===== src/uc_pkg.sv =====
package uc_pkg;

  localparam int PADDR_W  = 32;
  localparam int DATA_W   = 64;
  localparam int LCE_ID_W = 2;
  localparam int NUM_REQ  = 3;
  localparam int NUM_SRC  = 4;

  // Everything below this address is local device space
  localparam logic [PADDR_W-1:0] DRAM_BASE = 32'h8000_0000;

  localparam int DEV_W    = 4;
  localparam int OFFSET_W = 20;

  localparam logic [DEV_W-1:0] HOST_DEV  = 4'd0;
  localparam logic [DEV_W-1:0] CLINT_DEV = 4'd1;
  localparam logic [DEV_W-1:0] CACHE_DEV = 4'd3;

  // CLINT register offsets
  localparam logic [OFFSET_W-1:0] MSIP_OFF     = 20'h0_0000;
  localparam logic [OFFSET_W-1:0] MTIMECMP_OFF = 20'h0_4000;
  localparam logic [OFFSET_W-1:0] MTIME_OFF    = 20'h0_BFF8;

  // Response source slots, the highest slot wins arbitration
  localparam int SRC_CLINT = 0;
  localparam int SRC_IO    = 1;
  localparam int SRC_MEM   = 2;
  localparam int SRC_LOOP  = 3;

  typedef enum logic [1:0] {
    op_read  = 2'b00,
    op_write = 2'b01
  } mem_op_e;

  typedef logic [LCE_ID_W-1:0] lce_id_t;

  typedef struct packed {
    logic [PADDR_W-DEV_W-OFFSET_W-1:0] rsvd;
    logic [DEV_W-1:0]                  dev;
    logic [OFFSET_W-1:0]               offset;
  } local_addr_s;

  // Flat view for the DRAM compare, local view for device decode
  typedef union packed {
    logic [PADDR_W-1:0] paddr;
    local_addr_s        loc;
  } addr_u;

endpackage

===== src/uncore_lite.sv =====
`timescale 1ns/1ps

module uncore_lite
  import uc_pkg::*;
(
  input  logic              clk_i,
  input  logic              rst_i,

  // Requesters: 0 instruction, 1 data, 2 incoming I/O
  input  logic              req_cmd_v_i      [NUM_REQ],
  input  mem_op_e           req_cmd_opcode_i [NUM_REQ],
  input  addr_u             req_cmd_addr_i   [NUM_REQ],
  input  logic [DATA_W-1:0] req_cmd_data_i   [NUM_REQ],
  output logic              req_cmd_yumi_o   [NUM_REQ],
  output logic              req_resp_v_o     [NUM_REQ],
  input  logic              req_resp_ready_i [NUM_REQ],
  output mem_op_e           req_resp_opcode_o,
  output addr_u             req_resp_addr_o,
  output logic [DATA_W-1:0] req_resp_data_o,

  output logic              mem_cmd_v_o,
  input  logic              mem_cmd_ready_i,
  output mem_op_e           mem_cmd_opcode_o,
  output addr_u             mem_cmd_addr_o,
  output lce_id_t           mem_cmd_lce_id_o,
  output logic [DATA_W-1:0] mem_cmd_data_o,

  output logic              io_cmd_v_o,
  input  logic              io_cmd_ready_i,
  output mem_op_e           io_cmd_opcode_o,
  output addr_u             io_cmd_addr_o,
  output lce_id_t           io_cmd_lce_id_o,
  output logic [DATA_W-1:0] io_cmd_data_o,

  input  logic              mem_resp_v_i,
  input  mem_op_e           mem_resp_opcode_i,
  input  addr_u             mem_resp_addr_i,
  input  lce_id_t           mem_resp_lce_id_i,
  input  logic [DATA_W-1:0] mem_resp_data_i,
  output logic              mem_resp_ready_o,

  input  logic              io_resp_v_i,
  input  mem_op_e           io_resp_opcode_i,
  input  addr_u             io_resp_addr_i,
  input  lce_id_t           io_resp_lce_id_i,
  input  logic [DATA_W-1:0] io_resp_data_i,
  output logic              io_resp_yumi_o,

  output logic              timer_irq_o,
  output logic              software_irq_o
);

  mem_op_e           cmd_opcode;
  addr_u             cmd_addr;
  lce_id_t           cmd_lce_id;
  logic [DATA_W-1:0] cmd_data;

  logic              clint_cmd_v, clint_cmd_ready;
  logic              loop_cmd_v, loop_cmd_ready;

  logic              clint_resp_v, loop_resp_v;
  mem_op_e           clint_resp_opcode, loop_resp_opcode;
  addr_u             clint_resp_addr, loop_resp_addr;
  lce_id_t           clint_resp_lce_id, loop_resp_lce_id;
  logic [DATA_W-1:0] clint_resp_data, loop_resp_data;

  logic              src_v      [NUM_SRC];
  mem_op_e           src_opcode [NUM_SRC];
  addr_u             src_addr   [NUM_SRC];
  lce_id_t           src_lce_id [NUM_SRC];
  logic [DATA_W-1:0] src_data   [NUM_SRC];
  logic              src_yumi   [NUM_SRC];

  cmd_router u_cmd_router (
    .req_cmd_v_i      (req_cmd_v_i),
    .req_cmd_opcode_i (req_cmd_opcode_i),
    .req_cmd_addr_i   (req_cmd_addr_i),
    .req_cmd_data_i   (req_cmd_data_i),
    .req_cmd_yumi_o   (req_cmd_yumi_o),
    .mem_cmd_ready_i  (mem_cmd_ready_i),
    .io_cmd_ready_i   (io_cmd_ready_i),
    .clint_cmd_ready_i(clint_cmd_ready),
    .loop_cmd_ready_i (loop_cmd_ready),
    .cmd_opcode_o     (cmd_opcode),
    .cmd_addr_o       (cmd_addr),
    .cmd_lce_id_o     (cmd_lce_id),
    .cmd_data_o       (cmd_data),
    .mem_cmd_v_o      (mem_cmd_v_o),
    .io_cmd_v_o       (io_cmd_v_o),
    .clint_cmd_v_o    (clint_cmd_v),
    .loop_cmd_v_o     (loop_cmd_v)
  );

  // One shared command bus feeds every target
  assign mem_cmd_opcode_o = cmd_opcode;
  assign mem_cmd_addr_o   = cmd_addr;
  assign mem_cmd_lce_id_o = cmd_lce_id;
  assign mem_cmd_data_o   = cmd_data;
  assign io_cmd_opcode_o  = cmd_opcode;
  assign io_cmd_addr_o    = cmd_addr;
  assign io_cmd_lce_id_o  = cmd_lce_id;
  assign io_cmd_data_o    = cmd_data;

  clint_slice u_clint (
    .clk_i         (clk_i),
    .rst_i         (rst_i),
    .cmd_v_i       (clint_cmd_v),
    .cmd_opcode_i  (cmd_opcode),
    .cmd_addr_i    (cmd_addr),
    .cmd_lce_id_i  (cmd_lce_id),
    .cmd_data_i    (cmd_data),
    .cmd_ready_o   (clint_cmd_ready),
    .resp_v_o      (clint_resp_v),
    .resp_opcode_o (clint_resp_opcode),
    .resp_addr_o   (clint_resp_addr),
    .resp_lce_id_o (clint_resp_lce_id),
    .resp_data_o   (clint_resp_data),
    .resp_yumi_i   (src_yumi[SRC_CLINT]),
    .timer_irq_o   (timer_irq_o),
    .software_irq_o(software_irq_o)
  );

  loopback_slice u_loopback (
    .clk_i        (clk_i),
    .rst_i        (rst_i),
    .cmd_v_i      (loop_cmd_v),
    .cmd_opcode_i (cmd_opcode),
    .cmd_addr_i   (cmd_addr),
    .cmd_lce_id_i (cmd_lce_id),
    .cmd_ready_o  (loop_cmd_ready),
    .resp_v_o     (loop_resp_v),
    .resp_opcode_o(loop_resp_opcode),
    .resp_addr_o  (loop_resp_addr),
    .resp_lce_id_o(loop_resp_lce_id),
    .resp_data_o  (loop_resp_data),
    .resp_yumi_i  (src_yumi[SRC_LOOP])
  );

  // Slots run from index 0 upward as CLINT, I/O, memory, loopback
  assign src_v      = '{clint_resp_v, io_resp_v_i, mem_resp_v_i, loop_resp_v};
  assign src_opcode = '{clint_resp_opcode, io_resp_opcode_i, mem_resp_opcode_i, loop_resp_opcode};
  assign src_addr   = '{clint_resp_addr, io_resp_addr_i, mem_resp_addr_i, loop_resp_addr};
  assign src_lce_id = '{clint_resp_lce_id, io_resp_lce_id_i, mem_resp_lce_id_i, loop_resp_lce_id};
  assign src_data   = '{clint_resp_data, io_resp_data_i, mem_resp_data_i, loop_resp_data};

  resp_router u_resp_router (
    .src_resp_v_i     (src_v),
    .src_resp_opcode_i(src_opcode),
    .src_resp_addr_i  (src_addr),
    .src_resp_lce_id_i(src_lce_id),
    .src_resp_data_i  (src_data),
    .src_resp_yumi_o  (src_yumi),
    .req_resp_ready_i (req_resp_ready_i),
    .req_resp_v_o     (req_resp_v_o),
    .resp_opcode_o    (req_resp_opcode_o),
    .resp_addr_o      (req_resp_addr_o),
    .resp_data_o      (req_resp_data_o)
  );

  assign mem_resp_ready_o = src_yumi[SRC_MEM];
  assign io_resp_yumi_o   = src_yumi[SRC_IO];

endmodule


===== src/loopback_slice.sv =====
`timescale 1ns/1ps

module loopback_slice
  import uc_pkg::*;
(
  input  logic              clk_i,
  input  logic              rst_i,

  input  logic              cmd_v_i,
  input  mem_op_e           cmd_opcode_i,
  input  addr_u             cmd_addr_i,
  input  lce_id_t           cmd_lce_id_i,
  output logic              cmd_ready_o,

  output logic              resp_v_o,
  output mem_op_e           resp_opcode_o,
  output addr_u             resp_addr_o,
  output lce_id_t           resp_lce_id_o,
  output logic [DATA_W-1:0] resp_data_o,
  input  logic              resp_yumi_i
);

  logic accept;

  assign cmd_ready_o = ~resp_v_o;
  assign accept      = cmd_v_i & cmd_ready_o;

  always_ff @(posedge clk_i)
  begin
    if (rst_i)
      resp_v_o <= 1'b0;
    else if (accept)
      resp_v_o <= 1'b1;
    else if (resp_yumi_i)
      resp_v_o <= 1'b0;
  end

  // Header is echoed back as is
  always_ff @(posedge clk_i)
  begin
    if (accept)
    begin
      resp_opcode_o <= cmd_opcode_i;
      resp_addr_o   <= cmd_addr_i;
      resp_lce_id_o <= cmd_lce_id_i;
    end
  end

  assign resp_data_o = '0;

endmodule


===== src/clint_slice.sv =====
`timescale 1ns/1ps

module clint_slice
  import uc_pkg::*;
(
  input  logic              clk_i,
  input  logic              rst_i,

  input  logic              cmd_v_i,
  input  mem_op_e           cmd_opcode_i,
  input  addr_u             cmd_addr_i,
  input  lce_id_t           cmd_lce_id_i,
  input  logic [DATA_W-1:0] cmd_data_i,
  output logic              cmd_ready_o,

  output logic              resp_v_o,
  output mem_op_e           resp_opcode_o,
  output addr_u             resp_addr_o,
  output lce_id_t           resp_lce_id_o,
  output logic [DATA_W-1:0] resp_data_o,
  input  logic              resp_yumi_i,

  output logic              timer_irq_o,
  output logic              software_irq_o
);

  logic              resp_v_r;
  logic [DATA_W-1:0] mtime_r;
  logic [DATA_W-1:0] mtimecmp_r;
  logic              msip_r;
  logic              accept;
  logic              is_write;
  logic [DATA_W-1:0] rd_data;

  // One response in flight at a time
  assign cmd_ready_o = ~resp_v_r;
  assign accept      = cmd_v_i & cmd_ready_o;
  assign is_write    = (cmd_opcode_i == op_write);

  always_comb
  begin
    case (cmd_addr_i.loc.offset)
      MSIP_OFF:     rd_data = {{(DATA_W-1){1'b0}}, msip_r};
      MTIMECMP_OFF: rd_data = mtimecmp_r;
      MTIME_OFF:    rd_data = mtime_r;
      default:      rd_data = '0;
    endcase
  end

  always_ff @(posedge clk_i)
  begin
    if (rst_i)
    begin
      resp_v_r   <= 1'b0;
      mtime_r    <= '0;
      mtimecmp_r <= '1;
      msip_r     <= 1'b0;
    end
    else
    begin
      mtime_r <= mtime_r + 1'b1;
      if (accept)
        resp_v_r <= 1'b1;
      else if (resp_yumi_i)
        resp_v_r <= 1'b0;
      if (accept & is_write & (cmd_addr_i.loc.offset == MTIMECMP_OFF))
        mtimecmp_r <= cmd_data_i;
      if (accept & is_write & (cmd_addr_i.loc.offset == MSIP_OFF))
        msip_r <= cmd_data_i[0];
    end
  end

  always_ff @(posedge clk_i)
  begin
    if (accept)
    begin
      resp_opcode_o <= cmd_opcode_i;
      resp_addr_o   <= cmd_addr_i;
      resp_lce_id_o <= cmd_lce_id_i;
      resp_data_o   <= is_write ? '0 : rd_data;
    end
  end

  assign resp_v_o       = resp_v_r;
  assign timer_irq_o    = (mtime_r >= mtimecmp_r);
  assign software_irq_o = msip_r;

endmodule


===== src/resp_router.sv =====
`timescale 1ns/1ps

module resp_router
  import uc_pkg::*;
(
  input  logic              src_resp_v_i      [NUM_SRC],
  input  mem_op_e           src_resp_opcode_i [NUM_SRC],
  input  addr_u             src_resp_addr_i   [NUM_SRC],
  input  lce_id_t           src_resp_lce_id_i [NUM_SRC],
  input  logic [DATA_W-1:0] src_resp_data_i   [NUM_SRC],
  output logic              src_resp_yumi_o   [NUM_SRC],

  input  logic              req_resp_ready_i  [NUM_REQ],
  output logic              req_resp_v_o      [NUM_REQ],

  output mem_op_e           resp_opcode_o,
  output addr_u             resp_addr_o,
  output logic [DATA_W-1:0] resp_data_o
);

  logic                       any_v;
  logic [$clog2(NUM_SRC)-1:0] grant_src;
  lce_id_t                    dest_id;
  logic                       delivered;

  // Loopback sits in the top slot and goes first
  always_comb
  begin
    any_v     = 1'b0;
    grant_src = '0;
    for (int i = 0; i < NUM_SRC; i++)
    begin
      if (src_resp_v_i[i])
      begin
        any_v     = 1'b1;
        grant_src = ($clog2(NUM_SRC))'(i);
      end
    end
  end

  assign resp_opcode_o = src_resp_opcode_i[grant_src];
  assign resp_addr_o   = src_resp_addr_i[grant_src];
  assign resp_data_o   = src_resp_data_i[grant_src];
  assign dest_id       = src_resp_lce_id_i[grant_src];

  // Steer to the requester tagged in the response
  always_comb
  begin
    delivered = 1'b0;
    for (int i = 0; i < NUM_REQ; i++)
    begin
      req_resp_v_o[i] = any_v & (dest_id == lce_id_t'(i));
      delivered       = delivered | (req_resp_v_o[i] & req_resp_ready_i[i]);
    end
  end

  always_comb
  begin
    for (int i = 0; i < NUM_SRC; i++)
    begin
      src_resp_yumi_o[i] = delivered & (grant_src == ($clog2(NUM_SRC))'(i));
    end
  end

endmodule


===== src/cmd_router.sv =====
`timescale 1ns/1ps

module cmd_router
  import uc_pkg::*;
(
  input  logic              req_cmd_v_i      [NUM_REQ],
  input  mem_op_e           req_cmd_opcode_i [NUM_REQ],
  input  addr_u             req_cmd_addr_i   [NUM_REQ],
  input  logic [DATA_W-1:0] req_cmd_data_i   [NUM_REQ],
  output logic              req_cmd_yumi_o   [NUM_REQ],

  input  logic              mem_cmd_ready_i,
  input  logic              io_cmd_ready_i,
  input  logic              clint_cmd_ready_i,
  input  logic              loop_cmd_ready_i,

  output mem_op_e           cmd_opcode_o,
  output addr_u             cmd_addr_o,
  output lce_id_t           cmd_lce_id_o,
  output logic [DATA_W-1:0] cmd_data_o,

  output logic              mem_cmd_v_o,
  output logic              io_cmd_v_o,
  output logic              clint_cmd_v_o,
  output logic              loop_cmd_v_o
);

  logic    any_v;
  lce_id_t grant_id;
  logic    is_local;
  logic    is_mem;
  logic    is_io;
  logic    is_clint;
  logic    is_loop;
  logic    accept;

  // Highest valid index wins
  always_comb
  begin
    any_v    = 1'b0;
    grant_id = '0;
    for (int i = 0; i < NUM_REQ; i++)
    begin
      if (req_cmd_v_i[i])
      begin
        any_v    = 1'b1;
        grant_id = lce_id_t'(i);
      end
    end
  end

  assign cmd_opcode_o = req_cmd_opcode_i[grant_id];
  assign cmd_addr_o   = req_cmd_addr_i[grant_id];
  assign cmd_data_o   = req_cmd_data_i[grant_id];
  assign cmd_lce_id_o = grant_id;

  assign is_local = (cmd_addr_o.paddr < DRAM_BASE);
  assign is_mem   = ~is_local | (cmd_addr_o.loc.dev == CACHE_DEV);
  assign is_io    = is_local & (cmd_addr_o.loc.dev == HOST_DEV);
  assign is_clint = is_local & (cmd_addr_o.loc.dev == CLINT_DEV);
  // Unmapped local space falls through to loopback
  assign is_loop  = ~is_mem & ~is_io & ~is_clint;

  assign mem_cmd_v_o   = any_v & is_mem & mem_cmd_ready_i;
  assign io_cmd_v_o    = any_v & is_io & io_cmd_ready_i;
  assign clint_cmd_v_o = any_v & is_clint & clint_cmd_ready_i;
  assign loop_cmd_v_o  = any_v & is_loop & loop_cmd_ready_i;

  assign accept = mem_cmd_v_o | io_cmd_v_o | clint_cmd_v_o | loop_cmd_v_o;

  always_comb
  begin
    for (int i = 0; i < NUM_REQ; i++)
    begin
      req_cmd_yumi_o[i] = accept & (grant_id == lce_id_t'(i));
    end
  end

endmodule


===== config.mk =====
export PLATFORM = sky130hd
export DESIGN_NAME = uncore_lite
export DESIGN_NICKNAME = d
export VERILOG_FILES = /design/src/uc_pkg.sv /design/src/uncore_lite.sv /design/src/loopback_slice.sv /design/src/clint_slice.sv /design/src/resp_router.sv /design/src/cmd_router.sv
export SDC_FILE = /design/constraint.sdc
export NUM_CORES = 1
export LEC_CHECK = 0
export ABC_AREA = 0
export BUFFER_PORTS_ARGS = -buffer_cell sky130_fd_sc_hd__buf_2
export CORE_AREA = 2 2 320 322
export CTS_CLUSTER_SIZE = 24
export DETAILED_ROUTE_END_ITERATION = 6
export DIE_AREA = 0 0 322 324
export GPL_ROUTABILITY_DRIVEN = 0
export GPL_TIMING_DRIVEN = 0
export PLACE_DENSITY = 0.39
export SLEW_MARGIN = 20
export SYNTH_ARGS = -nofsm -noshare
export SYNTH_HDL_FRONTEND = slang
export SYNTH_SLANG_ARGS = --single-unit

===== constraint.sdc =====
create_clock -name clk_i -period 44.4 [get_ports clk_i]
set_clock_uncertainty 0.15 [all_clocks]
set_input_delay 8.88 -clock clk_i [delete_from_list [all_inputs] [get_ports clk_i]]
set_output_delay 8.88 -clock clk_i [all_outputs]
set_load 0.005 [all_outputs]

==> metrics.md <==
| Metric | Value |
|---|---|
| Status | `finished clean` |
| Initial Util | `0.178` |
| Post-Syn Instances | `2128` |
| IO Pins | `816` |
| Pint | `0.521 mW` |
| Fraction of registers with async set/reset | `0` |
| Hold/Removal Path Class | `flop to flop` |
| First-pass GRT wire length | `131 mm` |
| Setup TNS Final | `0 ps` |
| Number of port buffers | `812` |
| Layout cells sized above 1 | `0.357` |
| P&R area growth vs syn | `40.5%` |
| Pwr per Cell Area | `29.5 mW/mm²` |
| Pre-CTS setup slack | `22470 ps` |
| Synth area leader | `edfxtp_1` |
| DP Area | `0.0241 mm²` |
| Drt wl/cell | `21.9 µm` |
| FF-to-FF setup slack | `40870 ps` |
| Sequential element share of the synthesized area | `0.373` |
| Final setup viols | `0` |
| Worst-path clk slew | `70 ps` |
| Placeable Area | `0.101 mm²` |
| Sequential Power Share | `0.361` |
| Slew Limit Fails | `0` |
| Synthesized flop and latch total | `267` |
| Layout Nets | `3581` |
| Hold Buf Count CTS | `0` |
| Fin area | `0.0253 mm²` |
| Mapped cell area | `0.0180 mm²` |
| Reg2Reg Launch Point | `u_clint.resp_v_o` |
| Post-CTS sizing | `0` |
| Die width | `322 µm` |
| Top FF cell, synth | `edfxtp_1` |
| Via count | `19006` |
| Max Freq | `45.7 MHz` |
| Post-Route WL | `95.4 mm` |
| Die H | `324 µm` |
| Num CTS Buffers | `36` |
| 1st-pass router iterations | `5` |
| Hold endpoint | `u_clint.software_irq_o` |
| Yosys top cell area share | `0.227` |
| Worst Hold Depth | `2` |
| Via density | `4.37` |
| Detail Placement HPWL | `77.5 mm` |
| FF-to-FF End | `u_clint.resp_data_o[33]` |
| Tot GR Track Use | `0.173` |
| Reg2Reg Depth | `12` |
| Largest net degree at the start of global routing | `14` |
| Post-layout min period | `21880 ps` |
| Worst Path Arrival | `12850 ps` |
| Comb pwr share | `0.234` |
| Fillers | `11308` |
| Overflow after GRT | `0` |
| Sw power | `0.224 mW` |
| Final Hold Slack | `337 ps` |
| Library cells used by synthesis | `59` |
| Residual DRC | `0` |
| Final core occ | `0.250` |
| Worst-margin pin slew | `1110 ps` |
| CTS tree | `built` |
| Maxcap violations | `0` |
| Setup Crit Path Kind | `input pin to output port` |
| Non-Filler Instances | `4351` |
| Max_slew headroom | `0.253` |
| Worst Path Required | `35370 ps` |
| Total power | `0.746 mW` |
| Clock Tree Root | `clkbuf_16` |
| Worst setup EP type | `output port` |
| H-tree Lvls | `2` |
| Clock power share | `0.405` |
| Initial antenna violation count | `15` |
| Syn_nets | `2699` |
| Sw frac | `0.301` |
| Crit start category | `input pin` |
| Post-synth EDFFs | `136` |
| Num rows | `117` |
| Skew-Pair Late Insertion Delay | `550 ps` |
| Final worst path period share | `0.493` |
| Detailed Route Iter0 Violations | `933` |
| Placed insts | `4281` |
| Vias in the first global route | `18449` |
| Fin worst setup slack | `22520 ps` |
| Synth area leaders | `edfxtp_1 23%, dfxtp_1 15%, mux2i_1 13%` |
| Max Root-Sink Buffers | `3` |
| Post-CTS setup buffers | `0` |
| Worst hold start | `u_clint.software_irq_o` |
| RSZ-0062 raised after global routing | `false` |
| Antenna-violating nets left | `0` |
| Peak supply drop | `20.6 µV` |
| Average cell area after synthesis | `8.46 µm²` |
| Critical path peak fanout | `10` |
| Yosys warning count | `0` |
| Clk sink count | `267` |
| Final Hold Fails | `0` |
| P_leak | `12.0 nW` |
| Die ar. | `0.104 mm²` |
==> worst max-delay path: stages <==
cell and delay (ps):
buf_2 140, buf_2 270, buf_2 310, buf_2 400
buf_2 610, clkbuf_2 400, buf_16 200, clkbuf_1 370
clkbuf_1 430, nand2_1 160, o21ai_0 330, buf_4 220
buf_2 100
==> flip-flops by register name, indices dropped and copies added, names as in the netlist <==
| name | flops |
|---|---|
| u_loopback.resp_lce_id_o | 2 |
| u_clint.resp_data_o | 64 |
| u_clint.resp_v_o | 1 |
| u_clint.resp_lce_id_o | 2 |
| u_loopback.resp_addr_o | 32 |
| u_clint.mtime_r | 64 |
| u_clint.software_irq_o | 1 |
| u_clint.resp_addr_o | 32 |
| u_loopback.resp_v_o | 1 |
| u_clint.mtimecmp_r | 64 |
| u_clint.resp_opcode_o | 2 |
| u_loopback.resp_opcode_o | 2 |
==> cells in the final DEF, fill, tap and decap left out, types with 22 or more instances in the layout <==
cell type,count
o21ai_0,132
clkbuf_16,38
clkbuf_1,92
edfxtp_1,136
nor2_1,326
buf_4,115
buf_1,22
mux2i_1,226
a22oi_1,68
a21oi_1,167
ha_1,65
xnor2_1,28
dfxtp_1,131
buf_2,853
nand4_1,85
inv_1,95
nand2_1,129
nand3_1,96
==> power by group through the flow <==
stage | Clock (mW) | Sequential (mW) | Combinational, mW
after floorplan | 0 | 0.274 | 0.0757
after global placement | 0 | 0.277 | 0.172
after detailed placement | 0 | 0.274 | 0.176
after CTS | 0.315 | 0.269 | 0.177
after global routing | 0.320 | 0.270 | 0.189
final | 0.302 | 0.269 | 0.175
==> routing by layer <==
metal  global-route usage  part of all wire  vias to the layer above  routed length [µm]
li1                     -                 -                     9276                   -
met1                0.227              0.45                     9028               42800
met2                0.298              0.48                      598               46100
met3               0.0238             0.046                       98                4400
met4               0.0427             0.021                        6                1970
met5                    0           0.00048                        -                  46
==> worst max path at each step <==
stage,from,cells past startpoint,end
after floorplan,req_cmd_v_i[0],10,req_cmd_yumi_o[2]
after global placement,req_cmd_v_i[0],12,req_cmd_yumi_o[2]
after detailed placement,req_cmd_v_i[0],13,mem_cmd_addr_o[24]
after CTS,req_cmd_v_i[0],13,mem_cmd_addr_o[24]
after global routing,req_cmd_v_i[0],13,mem_cmd_addr_o[24]
final,req_cmd_v_i[0],13,mem_cmd_addr_o[24]
==> kinds of logic (layout without fill, tap and decap cells) <==
| kind of cell | count (synthesis) | in the layout | synth area share |
|---|---|---|---|
| simple gates | 744 | 744 | 0.194 |
| compound gates | 412 | 412 | 0.130 |
| buf+inv | 355 | 1263 | 0.101 |
| flops | 267 | 267 | 0.373 |
| mux | 242 | 242 | 0.136 |
| fa+ha+maj | 65 | 65 | 0.0452 |
| xor+xnor | 43 | 43 | 0.0209 |
| other cells | 0 | 6 | 0 |
==> final cells by class <==
cell class / instances / area (µm²) / area share
multi-input combinational: 1506 / 9540 / 0.377
sequential: 267 / 6710 / 0.265
timing repair buffer: 844 / 4360 / 0.172
tap: 1309 / 1640 / 0.0648
buffer: 260 / 1480 / 0.0585
clock buffer: 44 / 993 / 0.0393
inverter: 95 / 357 / 0.0141
clock inverter: 20 / 196 / 0.00777
antenna: 6 / 15.0 / 0.000594
==> synth_stat cells, types with 2 or more instances <==
| master | number |
|---|---|
| a2111oi_0 | 3 |
| a211oi_1 | 4 |
| a21o_1 | 4 |
| a21oi_1 | 167 |
| a221oi_1 | 4 |
| a22oi_1 | 68 |
| and2_1 | 2 |
| and3_1 | 8 |
| and4_1 | 6 |
| buf_1 | 25 |
| buf_2 | 25 |
| buf_4 | 104 |
| buf_6 | 9 |
| clkbuf_1 | 97 |
| dfxtp_1 | 131 |
| edfxtp_1 | 136 |
| ha_1 | 65 |
| inv_1 | 95 |
| mux2_2 | 15 |
| mux2i_1 | 226 |
| nand2_1 | 129 |
| nand3_1 | 96 |
| nand3_4 | 2 |
| nand4_1 | 85 |
| nor2_1 | 327 |
| nor2b_1 | 11 |
| nor3_1 | 17 |
| nor3_2 | 2 |
| nor3b_1 | 3 |
| nor4_1 | 19 |
| o211ai_1 | 3 |
| o21ai_0 | 139 |
| o21ai_1 | 2 |
| o22ai_1 | 2 |
| o31ai_1 | 9 |
| or3_1 | 16 |
| or4_1 | 9 |
| xnor2_1 | 28 |
| xor2_1 | 15 |
(Power assumes the default switching activity.)
